<file path="src/source/mapperPkg.sv">
/* mapper package
   screen and sprite geometry, color types, game states and the palette
   shared by the pixel color mapper pipeline */
package mapperPkg;

	// ------------------------------
	// screen and coordinate sizes
	// ------------------------------
	localparam int COORD_W      = 10;
	localparam int SCREEN_WIDTH = 640;
	localparam int COLOR_IDX_W  = 4;
	localparam int PALETTE_SIZE = 2 ** COLOR_IDX_W;
	localparam int NUM_LAYERS   = 6;
	// gradient comes from DrawX[9:3]
	localparam int GRAD_W       = COORD_W - 3;

	localparam int BG_ADDR_W     = 16;
	localparam int SPRITE_ADDR_W = 16;
	// half resolution background, pixels per row
	localparam int BG_ROW_BYTES  = SCREEN_WIDTH / 2;

	typedef logic [COORD_W-1:0]     coordT;
	typedef logic [COLOR_IDX_W-1:0] colorIdxT;

	typedef struct packed {
		logic [7:0] red;
		logic [7:0] green;
		logic [7:0] blue;
	} rgbT;

	// state value 3 is shown like OVER
	typedef enum logic [1:0] {SELECT = 2'd0, FIGHT = 2'd1, OVER = 2'd2} gameStateT;

	// ascending priority order in FIGHT
	typedef enum logic [2:0] {TANK_A, TANK_B, BULLET_A, BULLET_B, HP_A, HP_B} layerT;

	// ------------------------------
	// sprite windows, inclusive
	// ------------------------------
	localparam int TANK_WIDTH  = 100;
	localparam int TANK_HEIGHT = 80;
	localparam int BULLET_SIZE = 20;
	localparam int HP_WIDTH    = 70;
	localparam int HP_HEIGHT   = 20;

	localparam coordT HP_A_X = 10'd80;
	localparam coordT HP_A_Y = 10'd80;
	localparam coordT HP_B_X = 10'd490;
	localparam coordT HP_B_Y = 10'd80;

	// ------------------------------
	// colors
	// ------------------------------
	localparam rgbT TRANSPARENT_KEY = 24'hB0B0B0;
	localparam rgbT HP_A_COLOR      = 24'h00FF00;
	localparam rgbT HP_B_COLOR      = 24'hFF0000;

	// entry 0 is the key, no pure red or pure green in here
	localparam rgbT PALETTE [PALETTE_SIZE] = '{
		24'hB0B0B0, 24'h000000, 24'hFFFFFF, 24'h3C5A28,
		24'h6E8C3C, 24'h8B5A2B, 24'hC89650, 24'h1E3C78,
		24'h5078C8, 24'hA0C8F0, 24'hC83C3C, 24'hF0C828,
		24'h646464, 24'h3C3C3C, 24'hE6E6D2, 24'h783C8C
	};

endpackage

</file>
<file path="src/source/layerBuses.sv">
/* pipeline stage buses
   decodeBus carries hits and color indices, colorBus carries looked-up colors */
`timescale 1ns/100ps

// ------------------------------
// decode to execute
// ------------------------------
interface decodeBus import mapperPkg::*; ();

	// one bit and one index per sprite layer, indexed by layerT
	logic      [NUM_LAYERS-1:0] hit;
	colorIdxT  [NUM_LAYERS-1:0] idx;
	colorIdxT                   bgIdx;
	gameStateT                  state;
	logic      [GRAD_W-1:0]     gradient;

	modport producer (output hit, idx, bgIdx, state, gradient);
	modport consumer (input hit, idx, bgIdx, state, gradient);

endinterface

// ------------------------------
// execute to result
// ------------------------------
interface colorBus import mapperPkg::*; ();

	rgbT                        bgRgb;
	rgbT       [NUM_LAYERS-1:0] layerRgb;
	// hit and not the transparent key
	logic      [NUM_LAYERS-1:0] opaque;
	gameStateT                  state;
	logic      [GRAD_W-1:0]     gradient;

	modport producer (output bgRgb, layerRgb, opaque, state, gradient);
	modport consumer (input bgRgb, layerRgb, opaque, state, gradient);

endinterface

</file>
<file path="src/source/objectWindow.sv">
/* object window
   inclusive rectangle hit test and row-major sprite address for one object */
`timescale 1ns/100ps

module objectWindow import mapperPkg::*; #(
	parameter int WIDTH  = TANK_WIDTH,
	parameter int HEIGHT = TANK_HEIGHT
) (
	input  logic                     VGA_Clk,
	input  coordT                    pixelX,
	input  coordT                    pixelY,
	input  coordT                    originX,
	input  coordT                    originY,
	output logic                     hit,
	output logic [SPRITE_ADDR_W-1:0] addr
);

	// window spans WIDTH+1 by HEIGHT+1 pixels
	localparam int AREA = (WIDTH + 1) * (HEIGHT + 1);

	logic signed [COORD_W:0] offX;
	logic signed [COORD_W:0] offY;

	// offsets go negative left of and above the origin
	assign offX = $signed({1'b0, pixelX}) - $signed({1'b0, originX});
	assign offY = $signed({1'b0, pixelY}) - $signed({1'b0, originY});

	assign hit = (offX >= 0) && (offX <= WIDTH) && (offY >= 0) && (offY <= HEIGHT);

	// meaningless outside the window
	assign addr = SPRITE_ADDR_W'(offY * WIDTH + offX);

	// a hit must land inside the sprite image
	assert property (@(posedge VGA_Clk) hit |-> (addr < AREA))
		else $error("objectWindow: address %0d beyond %0d entry sprite", addr, AREA);

endmodule

</file>
<file path="src/source/spriteDecoder.sv">
/* decode stage
   background address and nibble select, six sprite windows, and the
   register that hands hits and color indices to the palette stage */
`timescale 1ns/100ps

module spriteDecoder import mapperPkg::*; (
	input  logic                     VGA_Clk,
	input  logic                     Reset,
	input  coordT                    DrawX, DrawY,
	input  coordT                    TankXA, TankYA, TankXB, TankYB,
	input  coordT                    BulletXA, BulletYA, BulletXB, BulletYB,
	input  gameStateT                gameState,
	input  logic [7:0]               bgData,
	input  colorIdxT                 tankIdxA, tankIdxB,
	input  colorIdxT                 bulletIdxA, bulletIdxB,
	input  colorIdxT                 hpIdxA, hpIdxB,
	output logic [BG_ADDR_W-1:0]     bgAddr,
	output logic [SPRITE_ADDR_W-1:0] tankAddrA, tankAddrB,
	output logic [SPRITE_ADDR_W-1:0] bulletAddrA, bulletAddrB,
	output logic [SPRITE_ADDR_W-1:0] hpAddrA, hpAddrB,
	decodeBus.producer               dec
);

	logic [NUM_LAYERS-1:0] hitNow;
	logic [BG_ADDR_W:0]    bgPixel;
	colorIdxT              bgIdxNow;

	// ------------------------------
	// background
	// ------------------------------
	// pixel number in the half resolution image, two per byte
	assign bgPixel  = (BG_ADDR_W + 1)'((DrawY >> 1) * BG_ROW_BYTES + (DrawX >> 1));
	assign bgAddr   = bgPixel[BG_ADDR_W:1];
	// even column sits in the high nibble
	assign bgIdxNow = DrawX[0] ? bgData[3:0] : bgData[7:4];

	// ------------------------------
	// sprite windows
	// ------------------------------
	objectWindow #(.WIDTH(TANK_WIDTH), .HEIGHT(TANK_HEIGHT)) tankWinA (
		.VGA_Clk(VGA_Clk), .pixelX(DrawX), .pixelY(DrawY),
		.originX(TankXA), .originY(TankYA), .hit(hitNow[TANK_A]), .addr(tankAddrA)
	);
	objectWindow #(.WIDTH(TANK_WIDTH), .HEIGHT(TANK_HEIGHT)) tankWinB (
		.VGA_Clk(VGA_Clk), .pixelX(DrawX), .pixelY(DrawY),
		.originX(TankXB), .originY(TankYB), .hit(hitNow[TANK_B]), .addr(tankAddrB)
	);
	objectWindow #(.WIDTH(BULLET_SIZE), .HEIGHT(BULLET_SIZE)) bulletWinA (
		.VGA_Clk(VGA_Clk), .pixelX(DrawX), .pixelY(DrawY),
		.originX(BulletXA), .originY(BulletYA), .hit(hitNow[BULLET_A]), .addr(bulletAddrA)
	);
	objectWindow #(.WIDTH(BULLET_SIZE), .HEIGHT(BULLET_SIZE)) bulletWinB (
		.VGA_Clk(VGA_Clk), .pixelX(DrawX), .pixelY(DrawY),
		.originX(BulletXB), .originY(BulletYB), .hit(hitNow[BULLET_B]), .addr(bulletAddrB)
	);
	// HP bars sit at fixed spots
	objectWindow #(.WIDTH(HP_WIDTH), .HEIGHT(HP_HEIGHT)) hpWinA (
		.VGA_Clk(VGA_Clk), .pixelX(DrawX), .pixelY(DrawY),
		.originX(HP_A_X), .originY(HP_A_Y), .hit(hitNow[HP_A]), .addr(hpAddrA)
	);
	objectWindow #(.WIDTH(HP_WIDTH), .HEIGHT(HP_HEIGHT)) hpWinB (
		.VGA_Clk(VGA_Clk), .pixelX(DrawX), .pixelY(DrawY),
		.originX(HP_B_X), .originY(HP_B_Y), .hit(hitNow[HP_B]), .addr(hpAddrB)
	);

	// ------------------------------
	// pipeline register
	// ------------------------------
	always_ff @(posedge VGA_Clk or posedge Reset) begin
		if (Reset) begin
			dec.hit   <= '0;
			dec.state <= SELECT;
		end else begin
			dec.hit   <= hitNow;
			dec.state <= gameState;
		end
	end

	// ROM data for this pixel
	always_ff @(posedge VGA_Clk) begin
		dec.bgIdx         <= bgIdxNow;
		dec.idx[TANK_A]   <= tankIdxA;
		dec.idx[TANK_B]   <= tankIdxB;
		dec.idx[BULLET_A] <= bulletIdxA;
		dec.idx[BULLET_B] <= bulletIdxB;
		dec.idx[HP_A]     <= hpIdxA;
		dec.idx[HP_B]     <= hpIdxB;
		dec.gradient      <= DrawX[COORD_W-1 -: GRAD_W];
	end

endmodule

</file>
<file path="src/source/paletteLookup.sv">
/* execute stage
   palette lookup for the background and every sprite layer, with opacity flags */
`timescale 1ns/100ps

module paletteLookup import mapperPkg::*; (
	decodeBus.consumer dec,
	colorBus.producer  col
);

	// ------------------------------
	// palette helpers
	// ------------------------------
	function automatic rgbT lookUp(colorIdxT idx);
		return PALETTE[idx];
	endfunction

	// key colored pixels let the layer below show through
	function automatic logic isOpaque(logic hit, colorIdxT idx);
		return hit && (lookUp(idx) != TRANSPARENT_KEY);
	endfunction

	// ------------------------------
	// background
	// ------------------------------
	assign col.bgRgb = lookUp(dec.bgIdx);

	// ------------------------------
	// sprite layers
	// ------------------------------
	always_comb begin
		for (int i = 0; i < NUM_LAYERS; i++) begin
			col.layerRgb[i] = lookUp(dec.idx[i]);
			col.opaque[i]   = isOpaque(dec.hit[i], dec.idx[i]);
		end
	end

	// state and gradient ride along unchanged
	assign col.state    = dec.state;
	assign col.gradient = dec.gradient;

endmodule

</file>
<file path="src/source/pixelCompositor.sv">
/* result stage
   stacks the layers by game state priority and registers the RGB output */
`timescale 1ns/100ps

module pixelCompositor import mapperPkg::*; (
	input  logic       VGA_Clk,
	input  logic       Reset,
	colorBus.consumer  col,
	output logic [7:0] Red,
	output logic [7:0] Green,
	output logic [7:0] Blue
);

	rgbT  pixelNext;
	rgbT  pixelOut;

	function automatic logic isHpColor(rgbT c);
		return (c == HP_A_COLOR) || (c == HP_B_COLOR);
	endfunction

	// ------------------------------
	// layer priority
	// ------------------------------
	always_comb begin
		pixelNext = col.bgRgb;
		case (col.state)
			SELECT: begin
				// tank B drawn over tank A
				if (col.opaque[TANK_A])
					pixelNext = col.layerRgb[TANK_A];
				if (col.opaque[TANK_B])
					pixelNext = col.layerRgb[TANK_B];
			end
			FIGHT: begin
				// tanks, then bullets, lowest priority first
				for (int i = TANK_A; i <= BULLET_B; i++) begin
					if (col.opaque[i])
						pixelNext = col.layerRgb[i];
				end
				// HP bars draw in solid team colors
				if (col.opaque[HP_A])
					pixelNext = HP_A_COLOR;
				if (col.opaque[HP_B])
					pixelNext = HP_B_COLOR;
			end
			default: begin
				// game over, green fades across the screen
				pixelNext.red   = 8'h00;
				pixelNext.green = 8'hFF - 8'(col.gradient);
				pixelNext.blue  = 8'hFF;
			end
		endcase
	end

	// ------------------------------
	// output register
	// ------------------------------
	always_ff @(posedge VGA_Clk or posedge Reset) begin
		if (Reset)
			pixelOut <= '0;
		else
			pixelOut <= pixelNext;
	end

	assign Red   = pixelOut.red;
	assign Green = pixelOut.green;
	assign Blue  = pixelOut.blue;

	// HP bars stay hidden while tanks are picked, palette holds no bar color
	assert property (@(posedge VGA_Clk) disable iff (Reset)
		(col.state == SELECT) |=> !isHpColor(pixelOut))
		else $error("pixelCompositor: HP bar color %06h shown in SELECT", pixelOut);

endmodule

</file>
<file path="src/source/colorMapper.sv">
/* pixel color mapper top
   three stage pipeline from pixel coordinate to 24-bit color for the tank game */
`timescale 1ns/100ps

module colorMapper import mapperPkg::*; (
	input  logic                     VGA_Clk,
	input  logic                     Reset,
	input  coordT                    DrawX, DrawY,
	input  coordT                    TankXA, TankYA, TankXB, TankYB,
	input  coordT                    BulletXA, BulletYA, BulletXB, BulletYB,
	input  gameStateT                gameState,
	input  logic [7:0]               bgData,
	input  colorIdxT                 tankIdxA, tankIdxB,
	input  colorIdxT                 bulletIdxA, bulletIdxB,
	input  colorIdxT                 hpIdxA, hpIdxB,
	output logic [BG_ADDR_W-1:0]     bgAddr,
	output logic [SPRITE_ADDR_W-1:0] tankAddrA, tankAddrB,
	output logic [SPRITE_ADDR_W-1:0] bulletAddrA, bulletAddrB,
	output logic [SPRITE_ADDR_W-1:0] hpAddrA, hpAddrB,
	output logic [7:0]               Red, Green, Blue
);

	decodeBus decBus ();
	colorBus  colBus ();

	// ------------------------------
	// decode, addresses out and indices back
	// ------------------------------
	spriteDecoder decodeStage (
		.VGA_Clk    (VGA_Clk),    .Reset      (Reset),
		.DrawX      (DrawX),      .DrawY      (DrawY),
		.TankXA     (TankXA),     .TankYA     (TankYA),
		.TankXB     (TankXB),     .TankYB     (TankYB),
		.BulletXA   (BulletXA),   .BulletYA   (BulletYA),
		.BulletXB   (BulletXB),   .BulletYB   (BulletYB),
		.gameState  (gameState),  .bgData     (bgData),
		.tankIdxA   (tankIdxA),   .tankIdxB   (tankIdxB),
		.bulletIdxA (bulletIdxA), .bulletIdxB (bulletIdxB),
		.hpIdxA     (hpIdxA),     .hpIdxB     (hpIdxB),
		.bgAddr     (bgAddr),
		.tankAddrA  (tankAddrA),  .tankAddrB  (tankAddrB),
		.bulletAddrA(bulletAddrA), .bulletAddrB(bulletAddrB),
		.hpAddrA    (hpAddrA),    .hpAddrB    (hpAddrB),
		.dec        (decBus)
	);

	// execute, palette colors
	paletteLookup executeStage (
		.dec(decBus),
		.col(colBus)
	);

	// result, registered RGB
	pixelCompositor resultStage (
		.VGA_Clk(VGA_Clk),
		.Reset  (Reset),
		.col    (colBus),
		.Red    (Red),
		.Green  (Green),
		.Blue   (Blue)
	);

endmodule

</file>
<file path="config.mk">
export PLATFORM = sky130hd
export DESIGN_NAME = colorMapper
export DESIGN_NICKNAME = d
export VERILOG_FILES = /design/src/source/mapperPkg.sv /design/src/source/layerBuses.sv /design/src/source/objectWindow.sv /design/src/source/spriteDecoder.sv /design/src/source/paletteLookup.sv /design/src/source/pixelCompositor.sv /design/src/source/colorMapper.sv
export SDC_FILE = /design/constraint.sdc
export NUM_CORES = 1
export LEC_CHECK = 0
export CORE_ASPECT_RATIO = 1.4
export CORE_UTILIZATION = 30
export CTS_BUF_LIST = sky130_fd_sc_hd__clkbuf_8
export DETAILED_ROUTE_END_ITERATION = 10
export DONT_BUFFER_PORTS = 1
export GPL_ROUTABILITY_DRIVEN = 1
export PLACE_DENSITY = 0.53
export SYNTH_ARGS = -nofsm -noshare
export SYNTH_HDL_FRONTEND = slang
export SYNTH_HIERARCHICAL = 1
export SYNTH_SLANG_ARGS = --single-unit
</file>
<file path="constraint.sdc">
create_clock -name VGA_Clk -period 8.15 [get_ports VGA_Clk]
set_input_delay 1.63 -clock VGA_Clk [delete_from_list [all_inputs] [get_ports VGA_Clk]]
set_output_delay 1.63 -clock VGA_Clk [all_outputs]
set_load 0.05 [all_outputs]
</file>
### Word-level counts from Yosys, hierarchy flattened

Memories as Yosys holds them, arrays and structs flattened.
Index checks and enable logic that the tools add are counted.

* order comparisons: 29
* multiplexer cells: 22
* add/subtract/negate cells: 19
* bitwise logic cells: 7
* eq/ne operators: 7
* reduce and logical (&&, ||, !) cells: 25
* $mul: 6

Operators by type and width (count)
* two-way mux 24 bit: 20
* inequality test 24 bit (second input constant): 6
* greater-or-equal comparator 11 x 1 -> 1 bit (second input constant): 11
* adder 16 x 11 -> 16 bit: 6
* subtractor 10 x 10 -> 11 bit: 8
* <= comparator 11 x 8 -> 1 bit (second input constant): 6
* <= comparator 11 x 6 -> 1 bit (second input constant): 5
* case mux 24 bit (2 select lines): 1
* greater-or-equal comparator 5 bit (second input constant): 7
* inverter 4 -> 5 bit: 7
* multiplier 11 x 4 -> 14 bit (second input constant): 2
* multiplier 11 x 6 -> 14 bit (second input constant): 2
* logical AND 1 bit: 24
* subtractor 10 x 7 -> 11 bit (second input constant): 2
* adder 17 x 9 -> 17 bit: 1
* multiplier 11 x 7 -> 15 bit (second input constant): 1
* multiplier 9 x 3 -> 11 bit (second input constant): 1
* subtractor 10 x 9 -> 11 bit (second input constant): 1
* subtractor 8 x 7 -> 8 bit (first input constant): 1
* two-way mux 4 bit: 1
* == test 2 x 1 -> 1 bit (second input constant): 1
* logical NOT 2 bit: 1

* memory bits (read-only): 2688
* output and inout port bits: 136
* memories kept: 7
* register bits after elaboration: 67
* logic and storage cells: 135
* bits of input ports: 136

Memory list
* (name not given): words 16, width 24, read ports 1, clocked after Yosys merged registers in 0, wr ports 0, RTL line paletteLookup.sv:14 `return PALETTE[idx];`
* (name not given): words 16, width 24, read ports 1, clocked after Yosys merged registers in 0, wr ports 0, RTL line paletteLookup.sv:14
* (name not given): words 16, width 24, read ports 1, clocked after Yosys merged registers in 0, wr ports 0, RTL line paletteLookup.sv:14
* (name not given): words 16, width 24, read ports 1, clocked after Yosys merged registers in 0, wr ports 0, RTL line paletteLookup.sv:14
* (name not given): words 16, width 24, read ports 1, clocked after Yosys merged registers in 0, wr ports 0, RTL line paletteLookup.sv:14
* (name not given): words 16, width 24, read ports 1, clocked after Yosys merged registers in 0, wr ports 0, RTL line paletteLookup.sv:14
* +1 memories

### Longest topological paths before layout

* depth after elaboration: 13
* gate-level depth with buffers: 25
* gate-level depth less buffers: 25

### Cells and area by module

Netlist, hierarchy kept.

By module, submodules not included
* paletteLookup: cells each 773, area each 5131.2 um2, instances 1, sequential area each 0.0 um2
* objectWindow at decodeStage.hpWinA: cells each 349, area each 2747.6 um2, instances 1, sequential area each 0.0 um2
* objectWindow at decodeStage.hpWinB: cells each 339, area each 2656.3 um2, instances 1, sequential area each 0.0 um2
* objectWindow at decodeStage.tankWinB: cells each 303, area each 2478.6 um2, instances 1, sequential area each 0.0 um2
* objectWindow at decodeStage.tankWinA: cells each 315, area each 2469.9 um2, instances 1, sequential area each 0.0 um2
* objectWindow at decodeStage.bulletWinA: cells each 299, area each 2210.9 um2, instances 1, sequential area each 0.0 um2
* objectWindow at decodeStage.bulletWinB: cells each 286, area each 2129.5 um2, instances 1, sequential area each 0.0 um2
* pixelCompositor: cells each 265, area each 2077.0 um2, instances 1, sequential area each 600.6 um2
* spriteDecoder: cells each 124, area each 1605.3 um2, instances 1, sequential area each 900.9 um2

### Worst setup path before layout

OpenSTA, ideal clock, no wires.

* path type: input to output
* start: input DrawY[3]
* end: output hpAddrA[14]
* path slack: -264 ps
* path buffers: 0
* arrival: 6784 ps
* stages on the path: 20
* data required time: 6520 ps
* path through: ha_1 -> nand3_1 -> and2_1 -> a32oi_1 -> xor2_1 -> ha_1 -> ha_1 -> inv_1 -> fa_1 -> inv_1 -> ha_1 -> nor3_1 -> a21boi_0 -> nor2_1 -> xor2_1 -> ha_1 -> o21ai_0 -> a21oi_1 -> nand2_1 -> o311ai_1

* longest elaborated chain between the ends: 3

Ends and longest elaborated chain
* start: declaration: RTL line colorMapper.sv:8 `input coordT DrawX, DrawY,`
* subtractor 10 x 7 -> 11 bit: RTL line objectWindow.sv:26 `assign offY = $signed({1'b0, pixelY}) - $signed({1'b0, originY});`
* multiplier 11 x 7 -> 15 bit: RTL line objectWindow.sv:31 `assign addr = SPRITE_ADDR_W'(offY * WIDTH + offX);`
* adder 16 x 11 -> 16 bit: RTL line objectWindow.sv:31
* end: declaration: RTL line colorMapper.sv:19 `output logic [SPRITE_ADDR_W-1:0] hpAddrA, hpAddrB,`

No other way between the ends.

### Final worst setup path

* start: input DrawY[4]
* end: output hpAddrB[15]

* longest elaborated chain between the ends: 3

Ends and longest elaborated chain (RTL line)
* subtractor 10 x 7 -> 11 bit: objectWindow.sv:26
* multiplier 11 x 7 -> 15 bit: objectWindow.sv:31
* adder 16 x 11 -> 16 bit: objectWindow.sv:31
* end: declaration: colorMapper.sv:19

No other way between the ends.

==> results by group <==
Run status
  – Status: completed

Worst setup path
  – Crit end category: output port
  – CP Class: primary input to output port
  – R2r worst-path depth: 10
  – Required time worst endpoint: 6.52 ns
  – Critical Path Start Type: primary input
  – Max Fanout on Critical Path: 8
  – Critical Path AT: 6.36 ns

Final layout
  – Fraction of layout cells with a size suffix above 1: 11.5%
  – Commonest cells after routing, fill and taps aside: ha_1, inv_1, a21oi_1, nor2_1, nand2_1
  – Fin nets: 3,784
  – Commonest non-fill, non-tap cell in the layout: ha_1
  – Synthesis-to-layout area growth: 12.0%
  – Post-route cell area: 26,000 sq um

GRT
  – Grt met2 use: 36.3%
  – GRT met3 Usage: 4.54%
  – Initial antenna violation count: 18
  – Number of global-route vias before repair: 20.7k
  – Grt ovf: 0
  – Pin count of the biggest net entering global routing: 40
  – Busiest layer in global routing: met2
  – Met1 Use GR: 19.1%
  – Global-route wire length before repair: 114,000 um
  – Total track usage: 18.6%

Floorplanning
  – Top Ports: 272
  – Starting Density: 30.3%
  – Row count: 120
  – Core area: 76,600 sq um
  – Die Ht: 331 um
  – Die W: 237 um
  – Die Area: 78,500 sq um

STA
  – Worst setup margin: 0.160 ns
  – Tmin final: 7.99 ns
  – Count of final setup violators: 0
  – Max_slew headroom: 21.5%
  – Final Skew: 0.0276 ns
  – FMAX: 125 MHz
  – Final hold slack: 0.502 ns
  – Hold Fails Final Rpt: 0
  – Worst Tran Pin Value: 1.17 ns
  – RSZ-0062 raised after global routing: yes
  – Slew Viols, Final: 0
  – Fin crit share: 98.0%

Synth
  – Synth Warn #: 6
  – Mapped cell area: 23,200 sq um
  – Syn_area_per_cell: 7.75 sq um
  – Synth Instances: 2,994

Clock network
  – H-tree depth: 3
  – Cts-stage hold buffer count: 0
  – Root Buffer: clkbuf_8
  – CTS tree: yes
  – Reg clk slew, reported paths: 0.10 ns
  – Clock Tree Buf Depth: 2
  – CTS sink cnt: 67
  – CTS Buf Count: 9
  – Worst-Skew Late Latency: 0.40 ns

Detailed routing
  – Final WL: 75,300 um
  – Routed len/inst: 18.4 um
  – Drt initial violations: 936
  – Vias per cell: 5.19
  – DR pass1 iterations: 6
  – Vias: 21.2k
  – DR DRC count: 0
  – Number of routed nets with antenna violations: 0

Place
  – Setup slack at placement: 0.0179 ns
  – I/O Buffers: 0
  – Placed Instance Area: 25,300 sq um
  – Gp weighted congestion: 0.905
  – Placed wire-length estimate: 63,000 um

Min path
  – Worst hold stages: 1
  – Hold crit path type: flop to flop

Run
  – Max capacitance violation total: 0
==> state kept, by name (all words and copies together), names as in the netlist <==
register / flops
decodeStage/dec.idx: 24
resultStage/Blue: 8
resultStage/Green: 8
resultStage/Red: 8
decodeStage/dec.gradient: 7
decodeStage/dec.hit: 6
decodeStage/dec.bgIdx: 4
decodeStage/dec.state: 2
==> path summary, 6_finish.rpt <==
path                                        startpoint                     end  slack, ns
min in group asynchronous                        Reset  decodeStage/dec.hit[3]       1.13
hold reg to reg            decodeStage/dec.gradient[6]    resultStage/Green[6]       0.50
setup reg to reg               decodeStage/dec.idx[18]     resultStage/Blue[0]       3.63
hold / removal             decodeStage/dec.gradient[6]    resultStage/Green[6]       0.50
setup / recovery                              DrawY[4]             hpAddrB[15]       0.16
max in group asynchronous                        Reset     resultStage/Blue[4]       6.25
==> critical path, stage by stage <==
cell,delay [ns]
ha_1,0.31
a21o_1,0.23
a21o_1,0.20
a21o_1,0.17
a21oi_2,0.16
xnor2_2,0.14
ha_1,0.25
ha_1,0.27
inv_1,0.05
fa_1,0.51
inv_2,0.05
ha_4,0.17
buf_4,0.15
nor2_2,0.11
nor3_2,0.06
xor2_1,0.15
ha_1,0.29
and4_1,0.21
o21ai_1,0.09
o211a_1,0.27
o31ai_2,0.28
xor2_1,0.19
xnor3_2,0.42
==> per-stage QoR <==
stage / setup TNS, ns / util [%] / cells
final: 0 / 33.9 / 4085
after CTS: 0 / 33.3 / 4074
after detailed placement: 0 / 33.0 / 4057
after global placement: 0 / 33.0 / 4057
after floorplan: 0 / - / 3032
after global routing: -0.106 / 33.9 / 4085
==> repair_timing <==
action / 4_1_cts / 5_1_grt
setup endpoints to repair: 1 / 16
pin swaps: 0 / 30
buffers inserted: 1 / 7
resized for setup: 2 / 82
==> routing by layer <==
metal	up-vias	wire (um)
met5	-	113
met1	9859	28200
met3	116	5070
li1	10700	-
met2	476	39500
met4	16	2470
==> layout make-up <==
type	instances	area (sq um)
antenna	4	10.0
multi-input combinational	2473	20300
fill	8190	50600
sequential	67	1500
clock inverter	7	83.8
inverter	392	1480
timing repair buffer	157	1240
tap	976	1220
clock buffer	9	124
Power is not shown: default switching activity piles up to over one toggle a cycle in this logic, so the estimate is an artifact.
